$ cat config.mk
export PLATFORM = sky130hd
export DESIGN_NAME = cache_dma
export DESIGN_NICKNAME = d
export VERILOG_FILES = /design/src/cache_geom_pkg.sv /design/src/dma_msg_pkg.sv /design/src/dma_done_if.sv /design/src/dma_burst_fifo.sv /design/src/dma_cmd_ctrl.sv /design/src/refill_path.sv /design/src/evict_path.sv /design/src/cache_dma.sv
export VERILOG_INCLUDE_DIRS = /design/src /design/src/include
export SDC_FILE = /design/constraint.sdc
export NUM_CORES = 1
export LEC_CHECK = 0
export BUFFER_PORTS_ARGS = -buffer_cell sky130_fd_sc_hd__clkbuf_2
export CORE_AREA = 3 3 252 254
export DETAILED_ROUTE_END_ITERATION = 8
export DIE_AREA = 0 0 255 257
export PLACE_DENSITY = 0.8
export SYNTH_ARGS = -nofsm -noshare
export SYNTH_HDL_FRONTEND = slang
export SYNTH_SLANG_ARGS = --single-unit
$ cat constraint.sdc
create_clock -name clk_i -period 75 [get_ports clk_i]
set_input_delay 7.5 -clock clk_i [delete_from_list [all_inputs] [get_ports clk_i]]
set_output_delay 7.5 -clock clk_i [all_outputs]
set_load 0.05 [all_outputs]
$ cat src/include/cache_dma_defines.svh
`ifndef CACHE_DMA_DEFINES_SVH
`define CACHE_DMA_DEFINES_SVH

// byte address and cache word widths
`define CDMA_ADDR_WIDTH 32
`define CDMA_WORD_WIDTH 32

// one memory-side burst is two words
`define CDMA_DMA_WIDTH 64
`define CDMA_BURST_BYTES 8

// block geometry, 8 words carried as 4 bursts
`define CDMA_BLOCK_BURSTS 4
`define CDMA_BLOCK_WORDS 8
`define CDMA_BLOCK_OFFSET 5

// miss status holding registers
`define CDMA_MSHR_ELS 4
`define CDMA_MSHR_ID_WIDTH 2

// burst counter must reach the full block count, so 0 to 4
`define CDMA_CNT_WIDTH 3

`endif

$ cat src/cache_geom_pkg.sv
`include "cache_dma_defines.svh"

package cache_geom_pkg;

  typedef logic [`CDMA_ADDR_WIDTH-1:0] addr_t;
  typedef logic [`CDMA_MSHR_ID_WIDTH-1:0] mshr_id_t;
  // one bit per mshr, used for one-hot done and enqueue flags
  typedef logic [`CDMA_MSHR_ELS-1:0] mshr_vec_t;

  typedef logic [`CDMA_DMA_WIDTH-1:0] burst_t;
  typedef logic [`CDMA_BURST_BYTES-1:0] burst_mask_t;

  // whole block of mshr write data and its byte mask
  typedef logic [`CDMA_BLOCK_BURSTS*`CDMA_DMA_WIDTH-1:0] block_t;
  typedef logic [`CDMA_BLOCK_BURSTS*`CDMA_BURST_BYTES-1:0] block_mask_t;

  typedef logic [`CDMA_CNT_WIDTH-1:0] burst_cnt_t;
  typedef logic [`CDMA_WORD_WIDTH/8-1:0] word_mask_t;

endpackage

$ cat src/dma_msg_pkg.sv
`include "cache_dma_defines.svh"

package dma_msg_pkg;

  import cache_geom_pkg::*;

  // command from the miss handling unit
  typedef enum logic [1:0] {
    dma_nop,
    dma_send_refill_addr,
    dma_send_evict_addr
  } dma_cmd_e;

  // request packet toward memory
  // mask has one bit per word of the block, only used by evicts
  typedef struct packed {
    logic write_not_read;
    addr_t addr;
    logic [`CDMA_BLOCK_WORDS-1:0] mask;
    mshr_id_t mshr_id;
  } dma_pkt_s;

endpackage

$ cat src/dma_done_if.sv
`timescale 1ns/1ps

interface dma_done_if
  import cache_geom_pkg::*;
();

  // single-cycle completion pulses, each id valid with its pulse
  logic refill_done;
  mshr_id_t refill_id;
  logic evict_done;
  mshr_id_t evict_id;

  // refill path owns the refill fields, evict path the evict fields
  modport source (output refill_done, output refill_id, output evict_done, output evict_id);

  // command controller folds both events into the done bus
  modport sink (input refill_done, input refill_id, input evict_done, input evict_id);

endinterface

$ cat src/dma_burst_fifo.sv
`timescale 1ns/1ps
`include "cache_dma_defines.svh"

module dma_burst_fifo
  import cache_geom_pkg::*;
#(
  parameter int depth_p = `CDMA_BLOCK_BURSTS
) (
  input  logic   clk_i,
  input  logic   reset_i,
  input  burst_t data_i,
  input  logic   v_i,
  output logic   ready_o,
  output burst_t data_o,
  output logic   v_o,
  input  logic   yumi_i
);

  localparam int ptr_width_lp = $clog2(depth_p);
  localparam int cnt_width_lp = $clog2(depth_p + 1);

  typedef logic [ptr_width_lp-1:0] ptr_t;
  typedef logic [cnt_width_lp-1:0] cnt_t;

  localparam ptr_t last_ptr_lp = ptr_t'(depth_p - 1);
  localparam cnt_t full_cnt_lp = cnt_t'(depth_p);

  burst_t mem_r [depth_p];
  ptr_t   wr_ptr_r;
  ptr_t   rd_ptr_r;
  cnt_t   count_r;
  logic   enq;
  logic   deq;

  // no bypass, so a write shows at the output one cycle later
  assign ready_o = (count_r != full_cnt_lp);
  assign v_o     = (count_r != '0);
  assign data_o  = mem_r[rd_ptr_r];

  assign enq = v_i & ready_o;
  assign deq = yumi_i & v_o;

  // storage array
  always_ff @(posedge clk_i) begin
    if (enq) begin
      mem_r[wr_ptr_r] <= data_i;
    end
  end

  // pointers wrap at the last slot, depth need not be a power of two
  always_ff @(posedge clk_i) begin
    if (reset_i) begin
      wr_ptr_r <= '0;
      rd_ptr_r <= '0;
      count_r  <= '0;
    end else begin
      if (enq) begin
        wr_ptr_r <= (wr_ptr_r == last_ptr_lp) ? '0 : wr_ptr_r + 1'b1;
      end
      if (deq) begin
        rd_ptr_r <= (rd_ptr_r == last_ptr_lp) ? '0 : rd_ptr_r + 1'b1;
      end
      // occupancy holds when both sides move together
      if (enq & ~deq) begin
        count_r <= count_r + 1'b1;
      end else if (deq & ~enq) begin
        count_r <= count_r - 1'b1;
      end
    end
  end

endmodule

$ cat src/dma_cmd_ctrl.sv
`timescale 1ns/1ps
`include "cache_dma_defines.svh"

module dma_cmd_ctrl
  import cache_geom_pkg::*;
  import dma_msg_pkg::*;
(
  input  dma_cmd_e                     cmd_i,
  input  addr_t                        req_addr_i,
  input  mshr_id_t                     req_mshr_id_i,
  input  logic [`CDMA_BLOCK_WORDS-1:0] evict_word_mask_i,
  output dma_pkt_s                     dma_pkt_o,
  output logic                         dma_pkt_v_o,
  input  logic                         dma_pkt_yumi_i,
  dma_done_if.sink                     done,
  output mshr_vec_t                    mhu_dma_done_o
);

  logic req_done;

  // packet is formed in the same cycle as the command
  always_comb begin
    dma_pkt_v_o              = 1'b0;
    dma_pkt_o.write_not_read = 1'b0;
    // clear the offset bits so the request is block aligned
    dma_pkt_o.addr = {req_addr_i[`CDMA_ADDR_WIDTH-1:`CDMA_BLOCK_OFFSET],
                      {`CDMA_BLOCK_OFFSET{1'b0}}};
    dma_pkt_o.mask           = '0;
    dma_pkt_o.mshr_id        = req_mshr_id_i;
    case (cmd_i)
      dma_send_refill_addr: begin
        dma_pkt_v_o = 1'b1;
      end
      dma_send_evict_addr: begin
        dma_pkt_v_o              = 1'b1;
        dma_pkt_o.write_not_read = 1'b1;
        // only the words that are written back
        dma_pkt_o.mask           = evict_word_mask_i;
      end
      default: begin
        dma_pkt_v_o = 1'b0;
      end
    endcase
  end

  // request completes when memory takes the packet
  assign req_done = dma_pkt_v_o & dma_pkt_yumi_i;

  // fold request, refill and evict completions into one-hot per mshr
  always_comb begin
    for (int i = 0; i < `CDMA_MSHR_ELS; i++) begin
      mhu_dma_done_o[i] = (req_done & (req_mshr_id_i == mshr_id_t'(i)))
                        | (done.refill_done & (done.refill_id == mshr_id_t'(i)))
                        | (done.evict_done & (done.evict_id == mshr_id_t'(i)));
    end
  end

endmodule

$ cat src/refill_path.sv
`timescale 1ns/1ps
`include "cache_dma_defines.svh"

module refill_path
  import cache_geom_pkg::*;
(
  input  logic        clk_i,
  input  logic        reset_i,
  input  burst_t      dma_data_i,
  input  mshr_id_t    dma_refill_mshr_id_i,
  input  logic        dma_data_v_i,
  output logic        dma_data_ready_o,
  input  block_t      mshr_data_i,
  input  block_mask_t mshr_data_byte_mask_i,
  output logic        mshr_cam_r_v_o,
  input  mshr_vec_t   evict_enqueued_i,
  output burst_t      fill_data_o,
  output logic        fill_v_o,
  input  logic        fill_ready_i,
  input  logic        fill_done_i,
  output mshr_id_t    refill_mshr_id_o,
  dma_done_if.source  done
);

  localparam int sel_width_lp = $clog2(`CDMA_BLOCK_BURSTS);
  localparam burst_cnt_t block_bursts_lp = burst_cnt_t'(`CDMA_BLOCK_BURSTS);

  logic        fifo_v_li;
  logic        fifo_ready_lo;
  logic        fifo_v_lo;
  burst_t      fifo_data_lo;
  logic        fifo_yumi_li;
  burst_cnt_t  in_cnt_r;
  burst_cnt_t  out_cnt_r;
  logic        in_max;
  logic        in_up;
  mshr_id_t    id_r;
  block_t      mshr_data_r;
  block_mask_t mshr_mask_r;
  burst_t      mshr_burst;
  burst_mask_t mshr_burst_mask;
  logic        fill_done_r;
  logic        refill_done;

  // stop taking memory data once the whole block is in
  assign in_max           = (in_cnt_r == block_bursts_lp);
  assign fifo_v_li        = dma_data_v_i & ~in_max;
  assign dma_data_ready_o = fifo_ready_lo & ~in_max;
  assign in_up            = dma_data_v_i & dma_data_ready_o;

  // first burst of a block reads the mshr cam
  assign mshr_cam_r_v_o = in_up & (in_cnt_r == '0);

  dma_burst_fifo #(
    .depth_p(`CDMA_BLOCK_BURSTS)
  ) in_fifo (
    .clk_i  (clk_i),
    .reset_i(reset_i),
    .data_i (dma_data_i),
    .v_i    (fifo_v_li),
    .ready_o(fifo_ready_lo),
    .data_o (fifo_data_lo),
    .v_o    (fifo_v_lo),
    .yumi_i (fifo_yumi_li)
  );

  // slice of mshr data lined up with the burst leaving the fifo
  assign mshr_burst      = mshr_data_r[out_cnt_r[sel_width_lp-1:0]*`CDMA_DMA_WIDTH +: `CDMA_DMA_WIDTH];
  assign mshr_burst_mask = mshr_mask_r[out_cnt_r[sel_width_lp-1:0]*`CDMA_BURST_BYTES +: `CDMA_BURST_BYTES];

  // bytes already stored in the mshr take priority over memory
  always_comb begin
    for (int b = 0; b < `CDMA_BURST_BYTES; b++) begin
      fill_data_o[b*8 +: 8] = mshr_burst_mask[b] ? mshr_burst[b*8 +: 8] : fifo_data_lo[b*8 +: 8];
    end
  end

  // old line must be queued for eviction before new data may overwrite it
  assign fill_v_o     = fifo_v_lo & evict_enqueued_i[id_r];
  assign fifo_yumi_li = fill_v_o & fill_ready_i;

  // fill done may arrive early, so it is held until the block is in
  assign refill_done = in_max & (fill_done_r | fill_done_i);

  always_ff @(posedge clk_i) begin
    if (reset_i) begin
      in_cnt_r    <= '0;
      out_cnt_r   <= '0;
      fill_done_r <= 1'b0;
      id_r        <= '0;
    end else if (refill_done) begin
      in_cnt_r    <= '0;
      out_cnt_r   <= '0;
      fill_done_r <= 1'b0;
    end else begin
      if (in_up) begin
        in_cnt_r <= in_cnt_r + 1'b1;
      end
      if (fifo_yumi_li) begin
        out_cnt_r <= out_cnt_r + 1'b1;
      end
      if (fill_done_i) begin
        fill_done_r <= 1'b1;
      end
      if (mshr_cam_r_v_o) begin
        id_r <= dma_refill_mshr_id_i;
      end
    end
  end

  // mshr snapshot taken with the cam read
  always_ff @(posedge clk_i) begin
    if (mshr_cam_r_v_o) begin
      mshr_data_r <= mshr_data_i;
      mshr_mask_r <= mshr_data_byte_mask_i;
    end
  end

  assign refill_mshr_id_o = id_r;
  assign done.refill_done = refill_done;
  assign done.refill_id   = id_r;

endmodule

$ cat src/evict_path.sv
`timescale 1ns/1ps
`include "cache_dma_defines.svh"

module evict_path
  import cache_geom_pkg::*;
(
  input  logic       clk_i,
  input  logic       reset_i,
  input  burst_t     evict_data_i,
  input  logic       evict_v_i,
  output logic       evict_yumi_o,
  input  mshr_id_t   evict_mshr_id_i,
  output burst_t     dma_data_o,
  output logic       dma_data_v_o,
  input  logic       dma_data_yumi_i,
  dma_done_if.source done
);

  localparam burst_cnt_t block_bursts_lp = burst_cnt_t'(`CDMA_BLOCK_BURSTS);

  logic       fifo_ready_lo;
  logic       fifo_v_lo;
  logic       fifo_yumi_li;
  burst_cnt_t cnt_r;
  logic       cnt_max;
  mshr_id_t   id_r;
  logic       evict_done;

  // take evicted bursts until one full block has been collected
  assign cnt_max      = (cnt_r == block_bursts_lp);
  assign evict_yumi_o = evict_v_i & fifo_ready_lo & ~cnt_max;

  dma_burst_fifo #(
    .depth_p(`CDMA_BLOCK_BURSTS)
  ) out_fifo (
    .clk_i  (clk_i),
    .reset_i(reset_i),
    .data_i (evict_data_i),
    .v_i    (evict_yumi_o),
    .ready_o(fifo_ready_lo),
    .data_o (dma_data_o),
    .v_o    (fifo_v_lo),
    .yumi_i (fifo_yumi_li)
  );

  // memory sees nothing until the whole block is buffered
  assign dma_data_v_o = fifo_v_lo & cnt_max;
  assign fifo_yumi_li = dma_data_yumi_i & dma_data_v_o;

  // block drained, fires the cycle after the last yumi
  assign evict_done = cnt_max & ~fifo_v_lo;

  always_ff @(posedge clk_i) begin
    if (reset_i) begin
      cnt_r <= '0;
      id_r  <= '0;
    end else if (evict_done) begin
      cnt_r <= '0;
    end else if (evict_yumi_o) begin
      cnt_r <= cnt_r + 1'b1;
      // id travels with the first burst only
      if (cnt_r == '0) begin
        id_r <= evict_mshr_id_i;
      end
    end
  end

  assign done.evict_done = evict_done;
  assign done.evict_id   = id_r;

endmodule

$ cat src/cache_dma.sv
`timescale 1ns/1ps
`include "cache_dma_defines.svh"

module cache_dma
  import cache_geom_pkg::*;
  import dma_msg_pkg::*;
(
  input  logic                         clk_i,
  input  logic                         reset_i,
  // request command from the miss handling unit
  input  dma_cmd_e                     cmd_i,
  input  addr_t                        req_addr_i,
  input  mshr_id_t                     req_mshr_id_i,
  input  logic [`CDMA_BLOCK_WORDS-1:0] evict_word_mask_i,
  output dma_pkt_s                     dma_pkt_o,
  output logic                         dma_pkt_v_o,
  input  logic                         dma_pkt_yumi_i,
  // refill data from memory
  input  burst_t                       dma_data_i,
  input  mshr_id_t                     dma_refill_mshr_id_i,
  input  logic                         dma_data_v_i,
  output logic                         dma_data_ready_o,
  input  block_t                       mshr_data_i,
  input  block_mask_t                  mshr_data_byte_mask_i,
  output logic                         mshr_cam_r_v_o,
  input  mshr_vec_t                    evict_enqueued_i,
  // merged refill toward the fill writer
  output burst_t                       fill_data_o,
  output logic                         fill_v_o,
  input  logic                         fill_ready_i,
  input  logic                         fill_done_i,
  output mshr_id_t                     refill_mshr_id_o,
  // evicted block in from the cache, out to memory
  input  burst_t                       evict_data_i,
  input  logic                         evict_v_i,
  output logic                         evict_yumi_o,
  input  mshr_id_t                     evict_mshr_id_i,
  output burst_t                       dma_data_o,
  output logic                         dma_data_v_o,
  input  logic                         dma_data_yumi_i,
  // one-hot completion per mshr
  output mshr_vec_t                    mhu_dma_done_o
);

  dma_done_if done_if ();

  dma_cmd_ctrl cmd_ctrl (
    .cmd_i            (cmd_i),
    .req_addr_i       (req_addr_i),
    .req_mshr_id_i    (req_mshr_id_i),
    .evict_word_mask_i(evict_word_mask_i),
    .dma_pkt_o        (dma_pkt_o),
    .dma_pkt_v_o      (dma_pkt_v_o),
    .dma_pkt_yumi_i   (dma_pkt_yumi_i),
    .done             (done_if),
    .mhu_dma_done_o   (mhu_dma_done_o)
  );

  refill_path refill (
    .clk_i                (clk_i),
    .reset_i              (reset_i),
    .dma_data_i           (dma_data_i),
    .dma_refill_mshr_id_i (dma_refill_mshr_id_i),
    .dma_data_v_i         (dma_data_v_i),
    .dma_data_ready_o     (dma_data_ready_o),
    .mshr_data_i          (mshr_data_i),
    .mshr_data_byte_mask_i(mshr_data_byte_mask_i),
    .mshr_cam_r_v_o       (mshr_cam_r_v_o),
    .evict_enqueued_i     (evict_enqueued_i),
    .fill_data_o          (fill_data_o),
    .fill_v_o             (fill_v_o),
    .fill_ready_i         (fill_ready_i),
    .fill_done_i          (fill_done_i),
    .refill_mshr_id_o     (refill_mshr_id_o),
    .done                 (done_if)
  );

  evict_path evict (
    .clk_i          (clk_i),
    .reset_i        (reset_i),
    .evict_data_i   (evict_data_i),
    .evict_v_i      (evict_v_i),
    .evict_yumi_o   (evict_yumi_o),
    .evict_mshr_id_i(evict_mshr_id_i),
    .dma_data_o     (dma_data_o),
    .dma_data_v_o   (dma_data_v_o),
    .dma_data_yumi_i(dma_data_yumi_i),
    .done           (done_if)
  );

endmodule

-- After elaboration in Yosys (flattened, before gate mapping)
Memory sizes are Yosys's and may differ from the RTL's. A register that Yosys moved wholly into a read port is not among the register bits.
Cells that the tools add are included.
- $add $sub $neg: 11
- order comparisons: 1
- eq/ne operators: 19
- shift operators: 2
- mux-type cells: 29
- bitwise logic cells: 51
- reduce and logical (&&, ||, !) cells: 14
- operators by type and width (operator ; number):
    256-bit by 9-bit indexed part select with 64-bit output ; 1
    8-bit two-way mux ; 9
    1-bit bitwise AND ; 33
    32-bit by 6-bit indexed part select with 8-bit output ; 1
    2-bit == test, second input constant ; 11
    2-bit two-way mux ; 8
    3-bit by 1-bit adder with 3-bit output, second input constant ; 5
    3-bit two-way mux ; 4
    1-bit inverter ; 9
    1-bit OR ; 9
    2-bit by 1-bit adder with 2-bit output, second input constant ; 4
    2-bit by 1-bit == test with 1-bit output, second input constant ; 4
    1-bit two-way mux ; 7
    3-bit == test, second input constant ; 2
    2-bit logical NOT ; 3
    3-bit logical NOT ; 2
    3-bit != test, second input constant ; 2
    3-bit nonzero test ; 2
    2-bit OR reduction ; 3
    3-bit by 1-bit subtractor with 3-bit output, second input constant ; 2
    2-bit nonzero test ; 2
    2-bit by 3-bit less-than comparator with 1-bit output, second input constant ; 1
    3-bit AND reduction ; 1
    1-bit binary-select mux with 2-bit select ; 1
    2-bit AND reduction ; 1
- register bits: 316
- memory bits (writable): 512
- output and inout bits: 183
- logic and storage cells: 143
- memories: 2
- memory list (name ; depth ; width ; rd ports ; clocked after memory_dff ; write ports ; line ; RTL):
    evict.out_fifo.mem_r ; 4 ; 64 ; 1 ; 1 ; 1 ; dma_burst_fifo.sv:28 ; burst_t mem_r [depth_p];
    refill.in_fifo.mem_r ; 4 ; 64 ; 1 ; 1 ; 1 ; dma_burst_fifo.sv:28 ;

-- Logic depth before layout (Yosys ltp)
- depth in word-level cells: 8
- mapped depth: 11
- mapped depth without buffers: 11

-- Worst setup path before layout
No wires, ideal clock.
- path kind: input to output
- from: input port dma_data_v_i
- to: output port mshr_cam_r_v_o
- arrival time: 27855 ps
- setup slack: 39645 ps
- stages: 2
- cells stage by stage: inv_2 > nor3_1
- word-level cells in the longest chain between the ends: 2
- RTL lines (item ; line ; RTL):
    start: declaration ; cache_dma.sv:21 ; input logic dma_data_v_i,
    1-bit bitwise AND ; refill_path.sv:49 ; assign in_up = dma_data_v_i & dma_data_ready_o;
    1-bit bitwise AND ; refill_path.sv:52 ; assign mshr_cam_r_v_o = in_up & (in_cnt_r == '0);
    end: declaration ; cache_dma.sv:25 ; output logic mshr_cam_r_v_o,
Every way passes these cells.

-- Final worst setup path
- from: input port cmd_i[0]
- to: output port mhu_dma_done_o[2]
- word-level cells in the longest chain between the ends: 7
- elaborated cells on any way between the ends: 8
- classes of those cells: eq/ne: 2; mux: 1; bitwise: 4; reduce/logical: 1
- RTL lines (item ; line ; RTL):
    start: declaration ; cache_dma.sv:11 ; input dma_cmd_e cmd_i,
    2-bit by 1-bit == test with 1-bit output or 2-bit == test (tied branches) ; dma_cmd_ctrl.sv:30 ; case (cmd_i)
    2-bit OR reduction (no source line) * ; n/a ;
    1-bit two-way mux * ; dma_cmd_ctrl.sv:30 ;
    1-bit bitwise AND * ; dma_cmd_ctrl.sv:47 ; assign req_done = dma_pkt_v_o & dma_pkt_yumi_i;
    1-bit bitwise AND * ; dma_cmd_ctrl.sv:52 ; mhu_dma_done_o[i] = (req_done & (req_mshr_id_i == mshr_id_t'(i)))
    1-bit OR * ; dma_cmd_ctrl.sv:53 ; | (done.refill_done & (done.refill_id == mshr_id_t'(i)))
    1-bit OR * ; dma_cmd_ctrl.sv:54 ; | (done.evict_done & (done.evict_id == mshr_id_t'(i)));
    end: declaration ; cache_dma.sv:42 ; output mshr_vec_t mhu_dma_done_o
Every way passes the cells marked *; elsewhere a longest branch is shown, timed or not.

==> flow_summary.toml <==
[die]
core_um2 = 61500
io_pins = 659
die_y_um = 257
die-area_um2 = 65500
rows = 91
start_util_pct = 52.1
die_w_um = 255

[layout]
nNetsFinal = 2474
regArea_um2 = 24700
n_fill_cell = 4070
layout_common_cells = "800 x edfxtp_1, 594 x clkbuf_2, 185 x mux4_2"
fin_area_um2 = 38200
drive_gt1_share_pct = 48.7
multi_input_area_um2 = 6720
layout_commonest_cell = "edfxtp_1"
fin_util_pct = 62.1
area_delta_synth_final_pct = 19.2

[sta]
maxSlewViolCount = 0
fin_skew_ns = 0.0438
slew-limit-headroom_pct = 28.9
tightest_slew_ns = 1.07
finalCritPeriodShare_pct = 21.9
rsz0062_at_grt = "false"
hold_violations = 0
period_needed_ns = 16.40
setup_tns_ns = 0
setup_violations = 0
fmax_mhz = 61.0

[clock_network]
h-tree-depth = 3
ctsResizeCount = 0
clk_path_buf_depth = 3
tritoncts = "yes"
post_cts_buffers = 0
numCtsBuffers = 82
clk_pin_slew_ns = 0.06
cts.sinks = 831
ctsHoldBuffers = 0
cts-root-buf = "clkbuf_16"
worstSkewPairLatency_ns = 0.64

[synth]
synth_edf_count = 800
synth_warnings = 0
async_flop_share_pct = 0
syn_avg_cell_area_um2 = 23.4
ys_ff_latch = 831
ys_types = 49
synth_seq_area_share_pct = 76.9
synthFlopType = "edfxtp_1"
syn_area_um2 = 32000
synth_cells = 1370

[worst_setup_path]
path_class = "input pin to output port"
cp_max_fo = 4
worstSetupEndpointType = "output port"
cp.required_ns = 67.50
worst-path-buf-inv = 3
crit_chain = "clkbuf_2 -> inv_1 -> ha_1 -> nor4bb_1 -> a221o_1 -> clkbuf_2"
cpPeakStageDelay_ns = 0.39
start_kind = "input pin"
cp.arrival_ns = 8.90
critPathTopFamily = "buffers and inverters"
crit_top_cell = "clkbuf_2"
slowest_stage = "ha_1"

[place]
hpwlAfterDp_um = 50100
placed_area_um2 = 35600
gp_congestion = 0.864
port_buffers = 594

[routing]
postRouteAntennaNets = 0
drt_iter0_drc = 1548
wl_per_cell_um = 25.8
viasPerCell = 5.70
drc = 0
vias = 16300
firstDrtPassIters = 5
wirelength_um = 73800

[global_routing]
globalRouteOverflowTotal = 0
grt_max_degree = 87
grt_pass1_wl_um = 108000
gr-usage-all-layers_pct = 22.4
antenna_found_initial = 24
first_global_vias = 17100

[power]
power.density_nw_per_um2 = 32.8
p_leak_nw = 13.7
ir_drop_uv = 29.6

[run]
drv_cap = 0

[hold_path]
hold_path.class = "flop to flop"

[outcome]
status = "complete, no violations"
[final timing paths]
| path | startpoint | end | slack (ns) | depth (start not counted) |
|---|---|---|---|---|
| max | cmd_i[0] | mhu_dma_done_o[2] | 58.60 | 6 |
| max reg2reg | refill.in_cnt_r[0]$_SDFFE_PP0P_ | refill.in_fifo.mem_r[3][30]$_DFFE_PP_ | 71.87 | 6 |
| min reg2reg | refill.in_cnt_r[1]$_SDFFE_PP0P_ | refill.in_cnt_r[1]$_SDFFE_PP0P_ | 0.51 | 2 |
| min | refill.in_cnt_r[1]$_SDFFE_PP0P_ | refill.in_cnt_r[1]$_SDFFE_PP0P_ | 0.51 | 2 |
[cells by family after synthesis]
| kind of cell | share of synthesized area (%) |
|---|---|
| flops | 76.9 |
| mux | 17.4 |
| buf+inv | 2.22 |
| simple gates | 1.50 |
| compound gates | 1.06 |
| fa+ha+maj | 0.789 |
| xor+xnor | 0.109 |
| other cells | 0.0117 |
[registers in the layout, summed over array words and instances (netlist names), 2 cells and up, named ones only]
signal and count:
refill.mshr_data_r 256, evict.out_fifo.count_r 3, refill.in_fifo.rd_ptr_r 2, refill.in_fifo.wr_ptr_r 2, refill.in_fifo.count_r 3, evict.out_fifo.rd_ptr_r 2
evict.done.evict_id 2, refill.in_cnt_r 3, refill.done.refill_id 2, evict.out_fifo.mem_r 256, refill.out_cnt_r 2, evict.cnt_r 3
evict.out_fifo.wr_ptr_r 2, refill.mshr_mask_r 32, refill.in_fifo.mem_r 256
[Yosys cell counts (3+ instances only)]
library cell	instances	share of area (%)
a21o_1	3	0.070
nor2b_1	3	0.059
and2_1	16	0.31
xor2_1	4	0.11
or3_1	3	0.059
a21oi_1	21	0.33
nand3_1	5	0.078
nand4_1	15	0.29
dfxtp_1	31	1.9
nor3_1	9	0.14
mux2_4	64	3.0
buf_2	21	0.33
buf_6	16	0.56
ha_1	17	0.66
o31ai_1	12	0.28
edfxtp_1	800	75
inv_1	20	0.23
mux4_2	185	13
nand2b_1	3	0.059
nor2_1	11	0.13
nand2_1	4	0.047
o21ai_0	4	0.062
mux4_1	16	1.3
buf_4	35	0.82
clkbuf_1	20	0.23
[cell type report]
class,instances,share of cell area [%]
sequential,831,64.6
multi-input combinational,428,17.6
timing repair buffer,615,8.19
clock buffer,97,5.60
tap,790,2.59
clock inverter,52,1.12
inverter,21,0.206
antenna,22,0.144
[worst reg2reg max path, cell delays in order (launching register included)]
cell	delay, ns
dfxtp_1	0.36
inv_1	0.09
ha_1	0.26
and2_0	0.30
nor3_1	0.56
and2_4	0.45
buf_4	0.67
[layer usage]
| layer | global-route usage [%] | vias to the layer above | wire length [um] |
|---|---|---|---|
| met5 | 0 | - | 95 |
| met4 | 7.52 | 14 | 1880 |
| met3 | 6.33 | 143 | 6830 |
| met2 | 38.2 | 794 | 38600 |
| met1 | 27.8 | 8334 | 26400 |
| li1 | - | 7002 | - |
[through the flow]
stage	power (mW)	instances	setup WS, ns	hold WS (ns)
5_1_grt	1.30	2845	58.54	0.534
2_1_floorplan	0.832	1374	39.64	0.459
4_1_cts	1.27	2834	58.62	0.508
3_5_place_dp	0.876	2685	58.63	0.499
3_3_place_gp	0.866	2685	58.67	0.469
6_report	1.25	2856	58.60	0.510
[report_power, final]
group          leakage, nW  switching (mW)  total, mW  internal (mW)
sequential            7.69          0.0199      0.596          0.577
combinational         4.75           0.177      0.270         0.0924
clock                 1.26           0.169      0.388          0.219
Note: power is estimated with default switching activity, not from simulation.
